### config.mk
export PLATFORM = sky130hd
export DESIGN_NAME = game_core
export DESIGN_NICKNAME = d
export VERILOG_FILES = /design/src/game_pkg.sv /design/src/jet_motion.sv /design/src/enemy_motion.sv /design/src/shot_volley.sv /design/src/enemy_barrage.sv /design/src/life_tracker.sv /design/src/game_core.sv
export SDC_FILE = /design/constraint.sdc
export NUM_CORES = 2
export LEC_CHECK = 0
export ABC_CLOCK_PERIOD_IN_PS = 13300
export BUFFER_PORTS_ARGS = -buffer_cell sky130_fd_sc_hd__buf_2
export CAP_MARGIN = 5
export CORE_MARGIN = 4
export CORE_UTILIZATION = 25
export DETAILED_ROUTE_END_ITERATION = 10
export PLACE_DENSITY = 0.37
export SLEW_MARGIN = 30
export SYNTH_ARGS = -nofsm -noshare
export SYNTH_HDL_FRONTEND = slang
export SYNTH_HIERARCHICAL = 1
export SYNTH_SLANG_ARGS = --single-unit
### constraint.sdc
create_clock -name CLK_Scan -period 13.3 [get_ports CLK_Scan]
set_input_delay 0 -clock CLK_Scan [delete_from_list [all_inputs] [get_ports CLK_Scan]]
set_output_delay 0 -clock CLK_Scan [all_outputs]
set_load 0.005 [all_outputs]
### src/game_pkg.sv
`default_nettype none

package game_pkg;

    typedef logic [10:0] coord_t;

    typedef struct packed {
        coord_t top;
        coord_t left;
    } pos_t;

    typedef struct packed {
        logic   live;
        coord_t top;
        coord_t left;
    } shot_t;

    typedef logic [7:0] life_t;    // jet max of 25 fits as well
    typedef logic [3:0] hits_t;    // up to ten hits in one cycle

    // player jet
    localparam coord_t JET_HOME_TOP  = 11'd610;
    localparam coord_t JET_HOME_LEFT = 11'd448;
    localparam coord_t JET_TOP_MIN   = 11'd2;
    localparam coord_t JET_TOP_MAX   = 11'd633;
    localparam coord_t JET_LEFT_MAX  = 11'd896;
    localparam coord_t JET_W         = 11'd128;
    localparam coord_t JET_H         = 11'd105;

    // enemy
    localparam coord_t EN_HOME_TOP  = 11'd38;
    localparam coord_t EN_HOME_LEFT = 11'd340;
    localparam coord_t EN_TOP_MIN   = 11'd34;
    localparam coord_t EN_TOP_MAX   = 11'd200;
    localparam coord_t EN_LEFT_MIN  = 11'd5;
    localparam coord_t EN_LEFT_MAX  = 11'd768;
    localparam coord_t EN_W         = 11'd256;
    localparam coord_t EN_H         = 11'd201;

    // shots of both sides
    localparam int     SHOT_COUNT       = 10;
    localparam int     SHOT_PERIOD      = 1000;
    localparam int     SHOT_SPACING     = 100;
    localparam coord_t SHOT_DY          = 11'd23;
    localparam coord_t SHOT_DX          = 11'd61;
    localparam coord_t SHOT_W           = 11'd9;
    localparam coord_t SHOT_H           = 11'd24;
    localparam coord_t EN_SHOT_DY       = 11'd200;
    localparam coord_t EN_SHOT_DX       = 11'd116;
    localparam coord_t EN_SHOT_SIZE     = 11'd32;
    localparam coord_t EN_SHOT_FLOOR    = 11'd707;
    localparam coord_t EN_SHOT_LEFT_MIN = 11'd5;
    localparam coord_t EN_SHOT_LEFT_MAX = 11'd992;

    // barrage patterns and enemy wandering
    localparam int         STREAM_LEN   = 1500;
    localparam int         SPREAD_LEN   = 800;
    localparam int         SPREAD_FIRE  = 300;
    localparam int         BARRAGE_STEP = 2;
    localparam int         DIR_HOLD     = 500;
    localparam logic [7:0] LFSR_SEED    = 8'hff;
    localparam int         LFSR_HOLD    = 100;

    localparam life_t JET_LIFE_FULL = 8'd25;
    localparam life_t EN_LIFE_FULL  = 8'd200;

    // up, down, left, right
    localparam logic [3:0] BTN_UP    = 4'b1000;
    localparam logic [3:0] BTN_DOWN  = 4'b0100;
    localparam logic [3:0] BTN_LEFT  = 4'b0010;
    localparam logic [3:0] BTN_RIGHT = 4'b0001;

    // true when two boxes share at least one pixel
    function automatic logic boxes_overlap(input pos_t a, input coord_t a_h, input coord_t a_w,
                                           input pos_t b, input coord_t b_h, input coord_t b_w);
        logic [11:0] a_bot;
        logic [11:0] a_rgt;
        logic [11:0] b_bot;
        logic [11:0] b_rgt;
        a_bot = {1'b0, a.top} + {1'b0, a_h};    // one past the last row
        a_rgt = {1'b0, a.left} + {1'b0, a_w};
        b_bot = {1'b0, b.top} + {1'b0, b_h};
        b_rgt = {1'b0, b.left} + {1'b0, b_w};
        return ({1'b0, a.top} < b_bot) && ({1'b0, b.top} < a_bot) &&
               ({1'b0, a.left} < b_rgt) && ({1'b0, b.left} < a_rgt);
    endfunction

endpackage

`default_nettype wire

### src/jet_motion.sv
`timescale 1ns/1ps
`default_nettype none

module jet_motion (
    input  wire             CLK_Scan,
    input  wire             rst_n,
    input  wire             start,
    input  wire [3:0]       btn,
    output game_pkg::pos_t  jet_pos
);
    import game_pkg::*;

    logic go_up;
    logic go_down;
    logic go_left;
    logic go_right;

    always_comb
    begin
        go_up    = 1'b0;
        go_down  = 1'b0;
        go_left  = 1'b0;
        go_right = 1'b0;
        case (btn)
            BTN_UP:    go_up    = 1'b1;
            BTN_DOWN:  go_down  = 1'b1;
            BTN_LEFT:  go_left  = 1'b1;
            BTN_RIGHT: go_right = 1'b1;
            BTN_UP | BTN_LEFT:
            begin
                go_up   = 1'b1;
                go_left = 1'b1;
            end
            BTN_UP | BTN_RIGHT:
            begin
                go_up    = 1'b1;
                go_right = 1'b1;
            end
            BTN_DOWN | BTN_LEFT:
            begin
                go_down = 1'b1;
                go_left = 1'b1;
            end
            BTN_DOWN | BTN_RIGHT:
            begin
                go_down  = 1'b1;
                go_right = 1'b1;
            end
            default: ;    // idle or conflicting buttons, jet holds
        endcase
    end

    always_ff @(posedge CLK_Scan)
    begin
        if (!rst_n || start)
        begin
            jet_pos.top  <= JET_HOME_TOP;
            jet_pos.left <= JET_HOME_LEFT;
        end
        else
        begin
            if (go_up && jet_pos.top > JET_TOP_MIN)
                jet_pos.top <= jet_pos.top - 11'd1;
            else if (go_down && jet_pos.top < JET_TOP_MAX)
                jet_pos.top <= jet_pos.top + 11'd1;

            if (go_left && jet_pos.left > 11'd0)
                jet_pos.left <= jet_pos.left - 11'd1;
            else if (go_right && jet_pos.left < JET_LEFT_MAX)
                jet_pos.left <= jet_pos.left + 11'd1;
        end
    end

endmodule

`default_nettype wire

### src/enemy_motion.sv
`timescale 1ns/1ps
`default_nettype none

module enemy_motion (
    input  wire             CLK_Scan,
    input  wire             rst_n,
    input  wire             start,
    output game_pkg::pos_t  enemy_pos
);
    import game_pkg::*;

    localparam int LFSR_CNT_W = $clog2(LFSR_HOLD + 1);
    localparam int DIR_CNT_W  = $clog2(DIR_HOLD + 1);

    logic [7:0]            lfsr;
    logic [7:0]            lfsr_next;
    logic [LFSR_CNT_W-1:0] lfsr_cnt;
    logic [DIR_CNT_W-1:0]  dir_cnt;
    logic [2:0]            dir;
    logic                  can_down;
    logic                  can_up;
    logic                  can_left;
    logic                  can_right;

    // bit 7 feeds back into taps 1, 2, 4, 5 and wraps through bit 0
    assign lfsr_next = {lfsr[0] ^ lfsr[7], lfsr[7], lfsr[6] ^ lfsr[7], lfsr[5] ^ lfsr[7],
                        lfsr[4], lfsr[3] ^ lfsr[7], lfsr[2] ^ lfsr[7], lfsr[1]};

    assign can_down  = enemy_pos.top < EN_TOP_MAX;
    assign can_up    = enemy_pos.top > EN_TOP_MIN;
    assign can_left  = enemy_pos.left > EN_LEFT_MIN;
    assign can_right = enemy_pos.left < EN_LEFT_MAX;

    always_ff @(posedge CLK_Scan)
    begin
        if (!rst_n || start)
        begin
            lfsr     <= LFSR_SEED;
            lfsr_cnt <= '0;
        end
        else if (lfsr_cnt == LFSR_CNT_W'(LFSR_HOLD))
        begin
            lfsr_cnt <= '0;
            lfsr     <= lfsr_next;
        end
        else
            lfsr_cnt <= lfsr_cnt + 1'b1;
    end

    always_ff @(posedge CLK_Scan)
    begin
        if (!rst_n || start)
        begin
            enemy_pos.top  <= EN_HOME_TOP;
            enemy_pos.left <= EN_HOME_LEFT;
            dir_cnt        <= '0;
            dir            <= 3'd0;    // start drifting down
        end
        else
        begin
            if (dir_cnt == DIR_CNT_W'(DIR_HOLD))
            begin
                dir_cnt <= '0;
                dir     <= {lfsr[3], lfsr[6], lfsr[2]};
            end
            else
                dir_cnt <= dir_cnt + 1'b1;

            case (dir)
                3'd0: if (can_down) enemy_pos.top <= enemy_pos.top + 11'd1;
                3'd1: if (can_right) enemy_pos.left <= enemy_pos.left + 11'd1;
                3'd2: if (can_up) enemy_pos.top <= enemy_pos.top - 11'd1;
                3'd3: if (can_left) enemy_pos.left <= enemy_pos.left - 11'd1;
                3'd4: if (can_down && can_right)    // down right
                begin
                    enemy_pos.top  <= enemy_pos.top + 11'd1;
                    enemy_pos.left <= enemy_pos.left + 11'd1;
                end
                3'd5: if (can_down && can_left)
                begin
                    enemy_pos.top  <= enemy_pos.top + 11'd1;
                    enemy_pos.left <= enemy_pos.left - 11'd1;
                end
                3'd6: if (can_up && can_right)
                begin
                    enemy_pos.top  <= enemy_pos.top - 11'd1;
                    enemy_pos.left <= enemy_pos.left + 11'd1;
                end
                default: if (can_up && can_left)    // up left
                begin
                    enemy_pos.top  <= enemy_pos.top - 11'd1;
                    enemy_pos.left <= enemy_pos.left - 11'd1;
                end
            endcase
        end
    end

endmodule

`default_nettype wire

### src/shot_volley.sv
`timescale 1ns/1ps
`default_nettype none

module shot_volley (
    input  wire                  CLK_Scan,
    input  wire                  rst_n,
    input  wire                  start,
    input  wire game_pkg::pos_t  jet_pos,
    input  wire game_pkg::pos_t  enemy_pos,
    output game_pkg::hits_t      enemy_hits
);
    import game_pkg::*;

    localparam int CNT_W = $clog2(SHOT_PERIOD + 1);

    logic [CNT_W-1:0]      vol_cnt;
    shot_t                 shots [SHOT_COUNT];
    logic [SHOT_COUNT-1:0] hit;
    hits_t                 hit_sum;

    // hit test on the registered shots against the current enemy box
    always_comb
    begin
        hit_sum = '0;
        for (int n = 0; n < SHOT_COUNT; n++)
        begin
            hit[n] = shots[n].live &&
                     boxes_overlap(pos_t'({shots[n].top, shots[n].left}), SHOT_H, SHOT_W,
                                   enemy_pos, EN_H, EN_W);
            hit_sum = hit_sum + hits_t'(hit[n]);
        end
    end

    always_ff @(posedge CLK_Scan)
    begin
        if (!rst_n || start)
        begin
            vol_cnt    <= '0;
            enemy_hits <= '0;
            for (int n = 0; n < SHOT_COUNT; n++)
                shots[n].live <= 1'b0;
        end
        else
        begin
            vol_cnt    <= (vol_cnt == CNT_W'(SHOT_PERIOD)) ? '0 : vol_cnt + 1'b1;
            enemy_hits <= hit_sum;
            for (int n = 0; n < SHOT_COUNT; n++)
            begin
                if (vol_cnt == CNT_W'((n + 1) * SHOT_SPACING))
                begin
                    // leaves from the jet nose, spawn wins over flight
                    shots[n].live <= 1'b1;
                    shots[n].top  <= jet_pos.top - SHOT_DY;
                    shots[n].left <= jet_pos.left + SHOT_DX;
                end
                else if (shots[n].live)
                begin
                    if (shots[n].top == '0 || hit[n])
                        shots[n].live <= 1'b0;    // off screen or spent on the enemy
                    else
                        shots[n].top <= shots[n].top - 11'd1;
                end
            end
        end
    end

endmodule

`default_nettype wire

### src/enemy_barrage.sv
`timescale 1ns/1ps
`default_nettype none

module enemy_barrage (
    input  wire                  CLK_Scan,
    input  wire                  rst_n,
    input  wire                  start,
    input  wire game_pkg::pos_t  enemy_pos,
    input  wire game_pkg::pos_t  jet_pos,
    output game_pkg::hits_t      jet_hits
);
    import game_pkg::*;

    localparam int CNT_W = $clog2(STREAM_LEN + BARRAGE_STEP + 1);

    logic [CNT_W-1:0]      bar_cnt;
    logic [2:0]            pat_idx;    // 0..1 stream, 2..5 spread
    logic                  stream;
    logic                  pat_end;
    shot_t                 shots [SHOT_COUNT];
    logic [SHOT_COUNT-1:0] spawn;
    logic [SHOT_COUNT-1:0] retire;
    logic [SHOT_COUNT-1:0] hit;
    hits_t                 hit_sum;

    assign stream  = pat_idx < 3'd2;
    assign pat_end = stream ? (bar_cnt >= CNT_W'(STREAM_LEN)) : (bar_cnt >= CNT_W'(SPREAD_LEN));

    always_comb
    begin
        hit_sum = '0;
        for (int n = 0; n < SHOT_COUNT; n++)
        begin
            // stream fires one by one, spread fires all at once
            spawn[n] = stream ? (bar_cnt == CNT_W'((n + 1) * SHOT_SPACING))
                              : (bar_cnt == CNT_W'(SPREAD_FIRE));
            retire[n] = shots[n].live &&
                        (shots[n].top >= EN_SHOT_FLOOR ||
                         (!stream && (shots[n].left <= EN_SHOT_LEFT_MIN ||
                                      shots[n].left >= EN_SHOT_LEFT_MAX)));
            hit[n] = shots[n].live && !retire[n] && !pat_end &&
                     boxes_overlap(pos_t'({shots[n].top, shots[n].left}),
                                   EN_SHOT_SIZE, EN_SHOT_SIZE, jet_pos, JET_H, JET_W);
            hit_sum = hit_sum + hits_t'(hit[n]);
        end
    end

    always_ff @(posedge CLK_Scan)
    begin
        if (!rst_n || start)
        begin
            bar_cnt  <= '0;
            pat_idx  <= 3'd0;
            jet_hits <= '0;
            for (int n = 0; n < SHOT_COUNT; n++)
                shots[n].live <= 1'b0;
        end
        else
        begin
            jet_hits <= hit_sum;
            if (pat_end)
            begin
                bar_cnt <= '0;
                pat_idx <= (pat_idx == 3'd5) ? 3'd0 : pat_idx + 3'd1;
            end
            else
                bar_cnt <= bar_cnt + CNT_W'(BARRAGE_STEP);

            for (int n = 0; n < SHOT_COUNT; n++)
            begin
                if (pat_end)
                    shots[n].live <= 1'b0;    // screen wiped between patterns
                else if (spawn[n])
                begin
                    shots[n].live <= 1'b1;
                    shots[n].top  <= enemy_pos.top + EN_SHOT_DY;
                    shots[n].left <= enemy_pos.left + EN_SHOT_DX;
                end
                else if (shots[n].live)
                begin
                    if (retire[n] || hit[n])
                        shots[n].live <= 1'b0;
                    else
                    begin
                        shots[n].top <= shots[n].top + 11'd2;    // falls two per cycle
                        // fan out, wider for higher shot numbers
                        if (!stream && n % 2 == 0)
                            shots[n].left <= shots[n].left + coord_t'(n / 2);
                        else if (!stream)
                            shots[n].left <= shots[n].left - coord_t'(n / 2);
                    end
                end
            end
        end
    end

endmodule

`default_nettype wire

### src/life_tracker.sv
`timescale 1ns/1ps
`default_nettype none

module life_tracker (
    input  wire                   CLK_Scan,
    input  wire                   rst_n,
    input  wire                   start,
    input  wire game_pkg::hits_t  enemy_hits,
    input  wire game_pkg::hits_t  jet_hits,
    output game_pkg::life_t       jet_life,
    output game_pkg::life_t       enemy_life,
    output logic                  over,
    output logic                  result    // high on a win
);
    import game_pkg::*;

    // floor at zero
    function automatic life_t sat_sub(input life_t life, input hits_t hits);
        return (life > life_t'(hits)) ? life - life_t'(hits) : '0;
    endfunction

    always_ff @(posedge CLK_Scan)
    begin
        if (!rst_n || start)
        begin
            jet_life   <= JET_LIFE_FULL;
            enemy_life <= EN_LIFE_FULL;
            over       <= 1'b0;
            result     <= 1'b0;
        end
        else
        begin
            if (jet_life != '0 && enemy_life != '0)    // frozen once a side is down
            begin
                jet_life   <= sat_sub(jet_life, jet_hits);
                enemy_life <= sat_sub(enemy_life, enemy_hits);
            end
            if (jet_life == '0 || enemy_life == '0)
                over <= 1'b1;
            result <= (enemy_life == '0);
        end
    end

endmodule

`default_nettype wire

### src/game_core.sv
`timescale 1ns/1ps
`default_nettype none

module game_core (
    input  wire                   CLK_Scan,
    input  wire                   rst_n,
    input  wire                   start,
    input  wire [3:0]             btn,
    output wire game_pkg::pos_t   jet_pos,
    output wire game_pkg::pos_t   enemy_pos,
    output wire game_pkg::life_t  jet_life,
    output wire game_pkg::life_t  enemy_life,
    output wire                   over,
    output wire                   result
);
    import game_pkg::*;

    hits_t enemy_hits;    // player shots landing this cycle
    hits_t jet_hits;

    jet_motion u_jet (
        .CLK_Scan (CLK_Scan),
        .rst_n    (rst_n),
        .start    (start),
        .btn      (btn),
        .jet_pos  (jet_pos)
    );

    enemy_motion u_enemy (
        .CLK_Scan  (CLK_Scan),
        .rst_n     (rst_n),
        .start     (start),
        .enemy_pos (enemy_pos)
    );

    shot_volley u_volley (
        .CLK_Scan   (CLK_Scan),
        .rst_n      (rst_n),
        .start      (start),
        .jet_pos    (jet_pos),
        .enemy_pos  (enemy_pos),
        .enemy_hits (enemy_hits)
    );

    enemy_barrage u_barrage (
        .CLK_Scan  (CLK_Scan),
        .rst_n     (rst_n),
        .start     (start),
        .enemy_pos (enemy_pos),
        .jet_pos   (jet_pos),
        .jet_hits  (jet_hits)
    );

    life_tracker u_life (
        .CLK_Scan   (CLK_Scan),
        .rst_n      (rst_n),
        .start      (start),
        .enemy_hits (enemy_hits),
        .jet_hits   (jet_hits),
        .jet_life   (jet_life),
        .enemy_life (enemy_life),
        .over       (over),
        .result     (result)
    );

endmodule

`default_nettype wire

### Word-level counts from Yosys, hierarchy flattened

Memory sizes are Yosys's and may differ from the RTL's.
Index checks and enable logic that the tools add are counted.

| storage, ports and cells | value |
|---|---|
| flip-flop bits (word level) | 121 |
| bits in writable memories | 460 |
| input bits | 7 |
| logic and storage cells | 1064 |
| memories kept | 2 |

Memories:

| name | depth | bits a word | rd ports | clocked after memory_dff | write ports | line | source |
|---|---|---|---|---|---|---|---|
| u_barrage.shots | 10 | 23 | 10 | 0 | 10 | enemy_barrage.sv:20 | `shot_t shots [SHOT_COUNT];` |
| u_volley.shots | 10 | 23 | 10 | 0 | 10 | shot_volley.sv:17 | `shot_t shots [SHOT_COUNT];` |

| operators by class | value |
|---|---|
| add/sub/neg operators | 109 |
| magnitude comparators | 123 |
| equality and inequality tests | 44 |
| muxes and demuxes | 467 |
| bitwise gates (word level) | 87 |
| reductions and logical operators | 215 |

Operator list:

| operator | number |
|---|---|
| $lt 11x12->1 | 80 |
| $mux 1 | 420 |
| $mux 11 | 38 |
| $add 11x6->12 const B | 20 |
| $ge 11x10->1 const B | 21 |
| $sub 11x1->11 const B | 15 |
| $add 11x2->11 const B | 13 |
| $pmux 11 s6 | 2 |
| $logic_and 1x1->1 | 129 |
| $add 11x4->12 const B | 10 |
| $add 11x5->12 const B | 10 |
| $le 11x3->1 const B | 10 |
| $logic_not 11->1 | 10 |
| $mux 22 | 4 |
| $or 1x1->1 | 80 |
| $add 4x1->4 | 16 |
| $add 11x1->11 const B | 5 |
| $eq 11x10->1 const B | 5 |
| $eq 10x10->1 const B | 5 |
| $logic_or 1x1->1 | 42 |
| $eq 11x9->1 const B | 3 |
| $lt 11x10->1 const B | 3 |
| $eq 10x9->1 const B | 3 |
| $add 11x8->12 const B | 2 |
| other kinds (50) | 99 |

### Longest topological paths before layout

An unclocked memory read counts as a cell.

| logic depth | value |
|---|---|
| depth in word-level cells | 19 |
| mapped depth | 23 |
| mapped depth without buffers | 23 |

### Modules after synthesis

The synthesis kept the hierarchy.

Modules (own cells, without submodules):

| module | instances | cells an instance | area an instance (µm²) |
|---|---|---|---|
| enemy_barrage | 1 | 2703 | 25613.3 |
| shot_volley | 1 | 2339 | 23158.5 |
| enemy_motion | 1 | 320 | 2723.9 |
| jet_motion | 1 | 220 | 1809.2 |
| life_tracker | 1 | 141 | 1266.2 |

### Worst setup path before layout

Ideal clock, no wire load.

| timing | value |
|---|---|
| path kind | register to register |
| from | register, netlist name u_jet/jet_pos[11] |
| to | register u_barrage.jet_hits[2] |
| library setup time | 118 ps |
| data arrival time | 5774 ps |
| required time | 13182 ps |
| slack | 7408 ps |
| cell stages (with the launch flop) | 21 |
| cell sequence | dfxtp_1 -> buf_2 -> buf_1 -> nand3_1 -> xnor2_1 -> ha_1 -> o21ai_0 -> a21oi_1 -> a211oi_1 -> o31ai_1 -> o211ai_1 -> a211oi_2 -> or3b_2 -> fa_1 -> fa_1 -> inv_1 -> fa_1 -> ha_1 -> fa_1 -> xnor2_1 -> nor2_1 |

| between the ends | value |
|---|---|
| longest elaborated chain between the ends | 15 |
| elaborated cells between the ends (all ways) | 70 |

Ends and longest elaborated chain:

| item | line | source |
|---|---|---|
| $add 11x7->12 | game_pkg.sv:82 | `b_bot = {1'b0, b.top} + {1'b0, b_h};` |
| $lt 11x12->1 | game_pkg.sv:84 | `return ({1'b0, a.top} < b_bot) && ({1'b0, b.top} < a_bot) &&` |
| $logic_and 1x1->1 (2 in a row) | game_pkg.sv:84 |  |
| $logic_and 1x1->1 | game_pkg.sv:85 | `({1'b0, a.left} < b_rgt) && ({1'b0, b.left} < a_rgt);` |
| $logic_and 1x1->1 | enemy_barrage.sv:41 | `hit[n] = shots[n].live && !retire[n] && !pat_end &&` |
| $add 1x1->2 | enemy_barrage.sv:44 | `hit_sum = hit_sum + hits_t'(hit[n]);` |
| $add 4x1->4 (7 in a row) | enemy_barrage.sv:44 |  |
| $add 4x1->4 (*) | enemy_barrage.sv:44 |  |
| to (signal assigned) | enemy_barrage.sv:60 | `jet_hits <= hit_sum;` |
| to (decl) | enemy_barrage.sv:10 | `output game_pkg::hits_t jet_hits` |

Mark *: on every way between the ends. The rest lies on a longest branch, timed or not.
A chain may end at the register's enable or synchronous reset.

### Final worst setup path

| timing | value |
|---|---|
| from | register, netlist name u_enemy/enemy_pos[11] |
| to | register u_volley.enemy_hits[2] |

| between the ends | value |
|---|---|
| longest elaborated chain between the ends | 15 |
| elaborated cells between the ends (all ways) | 70 |

Ends and longest elaborated chain:

| item | line | source |
|---|---|---|
| $add 11x8->12 | game_pkg.sv:82 |  |
| $lt 11x12->1 | game_pkg.sv:84 |  |
| $logic_and 1x1->1 (2 in a row) | game_pkg.sv:84 |  |
| $logic_and 1x1->1 | game_pkg.sv:85 |  |
| $logic_and 1x1->1 | shot_volley.sv:27 | `hit[n] = shots[n].live &&` |
| $add 1x1->2 | shot_volley.sv:30 | `hit_sum = hit_sum + hits_t'(hit[n]);` |
| $add 4x1->4 (7 in a row) | shot_volley.sv:30 |  |
| $add 4x1->4 (*) | shot_volley.sv:30 |  |
| to (signal assigned) | shot_volley.sv:46 | `enemy_hits <= hit_sum;` |
| to (decl) | shot_volley.sv:10 | `output game_pkg::hits_t enemy_hits` |

Marks and branches as above.

==> flow_results.org <==
** CTS
- TritonCTS built the clock tree.
- After clock tree synthesis, the setup repair step added 0 buffers.
- Sinks on Clock Net :: between 500 and 600
- Longest Clk Path Bufs :: 3
- The clock reaches the later pin of the worst-skew pair after between 0.7 and 0.8 ns.
- Cts bufs inserted :: 84
- Clock-pin slew of the registers on the worst-case setup and hold paths :: about 0.060 ns
- Number of levels in the clock H-tree :: 3
- Clock tree synthesis selected as its root buffer the cell clkbuf_16.

** Timing
- Final Hold Vio Count :: 0
- Setup repair after global routing left no endpoint under its margin.
- Final critical path time including I/O delays and setup :: roughly 6.6 ns
- The final critical path takes up 49.4% of the cycle.
- Final slew viol count :: 0
- Final WS setup :: 6.72 ns
- Setup total negative slack on the finished layout was measured at 0 ns.
- Setup-failing EPs final :: 0
- Fmax achieved :: 152 MHz
- Relative slew slack :: 34.8%
- Final Skew :: 0.0409 ns
- Post-route worst hold slack :: around 0.46 ns
- Tightest Pin Transition :: a little under 1 ns

** Final layout
- The area growth from synthesis to layout is 13.3%.
- Fraction of final layout cells sized beyond drive strength 1 :: slightly above 8%
- Fill cells in the final layout number between 20k and 25k.
- Measured on the finished design, the core utilization comes to 28.5%.
- For this run, the number of standard cells in the final layout without fillers is around 8.8k.
- Final nets :: between 6k and 7k

** Synthesis
- Post-synthesis sequential area ratio :: 29.7%
- Most used flip-flop cell after synthesis :: edfxtp_1
- Synthesized netlist net count :: 6639
- Post-synthesis instance area :: around 55000 µm²
- Synthesized-area fraction occupied by ao, oa, aoi and oai cells :: 14.8%
- After Yosys synthesis, XOR and XNOR cells account for a little under a tenth of the synthesized area.
- In this run, synthesis inferred 460 flip-flops with an integrated enable.
- Fraction of post-synthesis cell area in the top cell type by area :: about 25%
- After synthesis, the largest family of logic cells by area is adder cells.
- The average instance in the mapped netlist occupies around 9.5 µm².
- Post-synthesis adder-cell area fraction :: a little over a fifth
- In the synthesized netlist the async set-or-reset flop fraction comes to 0%.
- Synthesis handed over a netlist of ~5.7k instances.
- The Yosys step of the flow raised 6 warnings.
- Of the total synthesized cell area, the portion taken by AND, OR, NAND and NOR gates is approximately 15%.
- The netlist uses approximately 130 different library cells.
- Total of flip-flops plus latches after synthesis :: a little under 600
- Largest cells by area after synthesis :: edfxtp_1 (25%), ha_1 (20%), xnor2_1 (5.9%), mux2i_1 (5.5%), dfxtp_1 (4.4%)
- The biggest area contributor in the post-synthesis netlist is edfxtp_1.
- Measured against the total synthesized area, the mux share comes to under 10%.

** Critical path
- The endpoint identified for the worst register-to-register timing path is u_volley/enemy_hits[2].
- CP Launch Type :: flip-flop
- Critical path class :: reg2reg
- Counting cells, the worst reg-to-reg path comes to 20.
- In this run the worst path has a maximum fanout of 39.
- At the worst endpoint, the required time is about 14 ns.
- CP endpoint kind :: flip-flop
- FF-to-FF Start :: u_enemy/enemy_pos[11]
- Worst R2R Setup Slack :: roughly 6.7 ns
- Data arrives at the worst endpoint at ~7 ns.

** Detailed routing
- In this run the remaining antenna-violating nets after routing total 0.
- Starting DRT DRC Count :: between 2k and 3k
- Number of vias in the routed layout :: ~45k
- The first TritonRoute pass finished after 5 iterations.
- Dividing the detail-routed wire length by the instance count gives 23.6 µm.
- Summed over all layers, the routed wires come to between 200000 and 250000 µm.
- For this run, design rule violations remaining after detail routing come to 0.
- Using the TritonRoute via totals, the vias-per-cell ratio works out to approximately 5.

** Pwr
- Power per cell area :: approximately 77 nW/µm²
- In this run the static leakage power is approximately 25 nW.
- VDD sags by at most around 87 µV.
- Fraction of power consumed by the clock network :: between 40 and 50%
- Comb power frac :: between 8 and 9%
- Psw :: between 1 and 1.5 mW
- Net switching is between 20% and 30% of the power.
- Cell-internal power :: roughly 3.5 mW
- Per report_power, the sequential group accounts for 42.0% of the total.

** Worst hold path
- Counting instances, the worst hold path has a depth of 1.
- Class of the tightest hold or removal check :: reg2reg
- For hold timing, the worst endpoint is u_enemy/dir_cnt[0].
- Source of the worst hold timing path :: u_enemy/dir_cnt[0]

** Floorplanning
- The die covers ~230000 µm².
- The initialized floorplan defines around 170 standard-cell rows.
- Core ar. :: between 200000 and 250000 µm²
- From left edge to right edge, the die measures 475 µm.
- Top-level port count :: 69
- Initial standard-cell utilization of the core :: 25.1%
- Die extent in y :: 475 µm

** Place
- Number of I/O port buffers :: 68
- Global placer's final weighted congestion :: approximately 0.8
- Post-Place Setup Slack :: between 6 and 7 ns
- Final HPWL DP :: roughly 150000 µm
- Post-placement cell count :: between 8k and 9k

** Outcome
- The flow ran to the end, and the final reports show no timing, DRC or antenna violations.

** Run
- Max-cap violations in this run came to 0.

** GRT
- After global routing the overflow that remains totals 0.
- Gr usage total :: roughly 18%
- The first global-routing pass estimated ~300000 µm of wire.
- The via count of the first global-routing pass came to around 45k.
- Entering global routing, the biggest net connects 40 pins.
- Antenna violations before repair :: 9
==> state kept, by name, summed over array words and instances, names as in the netlist, 9 cells and up <==
name and cells:
u_jet/jet_pos 22, u_barrage/bar_cnt 10, u_enemy/dir_cnt 9, u_volley/vol_cnt 10, u_enemy/enemy_pos 22, u_barrage/shots 230
u_volley/shots 230
==> synthesized netlist by cell type (all sizes together) (82+ instances only) <==
cell type and n:
a21oi 284, clkbuf 112, dfxtp 120, edfxtp 460, ha 892, inv 319
mux2i 298, nand2 307, nand2b 82, nand3 194, nand4 108, nor2 405
nor3 136, o21ai 274, xnor2 370, xor2 209
==> what timing repair did <==
action,CTS,global route
resized for setup,0,0
hold endpoints to repair,12,0
hold buffers,9,0
==> power by group through the flow <==
stage | Sequential [mW] | Combinational [mW] | Clock (mW)
after CTS | 1.99 | 0.426 | 2.42
after global placement | 2.02 | 0.416 | 0
after detailed placement | 2.02 | 0.421 | 0
final | 1.99 | 0.421 | 2.32
after global routing | 1.99 | 0.468 | 2.49
after floorplan | 2.02 | 0.248 | 0
==> layer usage <==
metal | vias up | routed length [µm] | part of all wire [%] | global-route usage, %
met3 | 192 | 6490 | 3.1 | 1.93
li1 | 21600 | - | - | -
met1 | 22100 | 98300 | 48 | 24.5
met2 | 758 | 98000 | 47 | 30.5
met5 | - | 0 | 0 | 0
met4 | 0 | 4090 | 2.0 | 3.67
==> worst max-delay path, cell delays in order (launching register included) <==
cell,delay [ns]
dfxtp_2,0.31
buf_4,0.58
ha_1,0.32
a21oi_1,0.14
o21bai_1,0.33
nand2_1,0.11
xor2_1,0.28
buf_4,0.29
ha_1,0.22
and2_1,0.15
a2111oi_1,0.74
nand4_1,0.45
fa_1,0.61
fa_1,0.49
inv_1,0.05
fa_1,0.53
ha_1,0.17
inv_1,0.05
fa_1,0.37
xnor2_1,0.15
nor2_1,0.05
==> logic make-up after synthesis <==
group,after synthesis
flip-flops,580
AO/OA/AOI/OAI,1195
multiplexers,303
buffers and inverters,507
XOR/XNOR,581
AND/OR/NAND/NOR,1638
adder cells (fa/ha/maj),919
==> metrics by stage <==
step	cell area, µm²	power (mW)
final	61800	4.73
after global routing	61800	4.95
after CTS	61800	4.84
after detailed placement	59000	2.45
after global placement	58900	2.44
after floorplan	54600	2.27
==> placed cells by master, fill, tap and decap left out, drive strengths merged, types with 16 or more instances in the layout <==
master	count
ha	892
edfxtp	460
nor2	405
xnor2	370
inv	322
nand2	307
mux2i	298
a21oi	284
o21ai	274
xor2	209
buf	200
nand3	194
nor3	136
clkbuf	127
dfxtp	120
nand4	108
nand2b	82
and3	79
o211ai	72
a211oi	66
a21o	60
o21a	52
or3	49
a31oi	48
nor2b	47
a2111oi	40
nor4	39
o2111ai	35
a211o	34
o31ai	32
and2	31
or2	30
or4	28
nor3b	27
clkinv	24
o22ai	22
and4	19
a221oi	17
fa	17
nand3b	16
==> worst max-delay path by stage <==
stage	endpoint	start	slack, ns
6_report	u_volley/enemy_hits[2]	u_enemy/enemy_pos[11]	6.72
5_1_grt	u_volley/enemy_hits[2]	u_enemy/enemy_pos[11]	6.44
4_1_cts	u_volley/enemy_hits[2]	u_enemy/enemy_pos[11]	6.57
3_5_place_dp	u_volley/enemy_hits[2]	u_enemy/enemy_pos[11]	6.57
3_3_place_gp	u_volley/enemy_hits[2]	u_enemy/enemy_pos[8]	6.28
2_1_floorplan	u_barrage/jet_hits[2]	u_jet/jet_pos[11]	7.41
==> layout make-up <==
type	instances	area (µm²)	share of cell area, %
clock inverters	31	315	0.510
flip-flops and latches	580	16200	26.3
repair buffers	210	1440	2.32
inverters	323	1210	1.96
well taps	2854	3570	5.77
diodes	3	7.51	0.0121
clock buffers	126	2440	3.95
multi-input cells	4636	36600	59.2
Note: power is estimated with default switching activity, not from simulation.
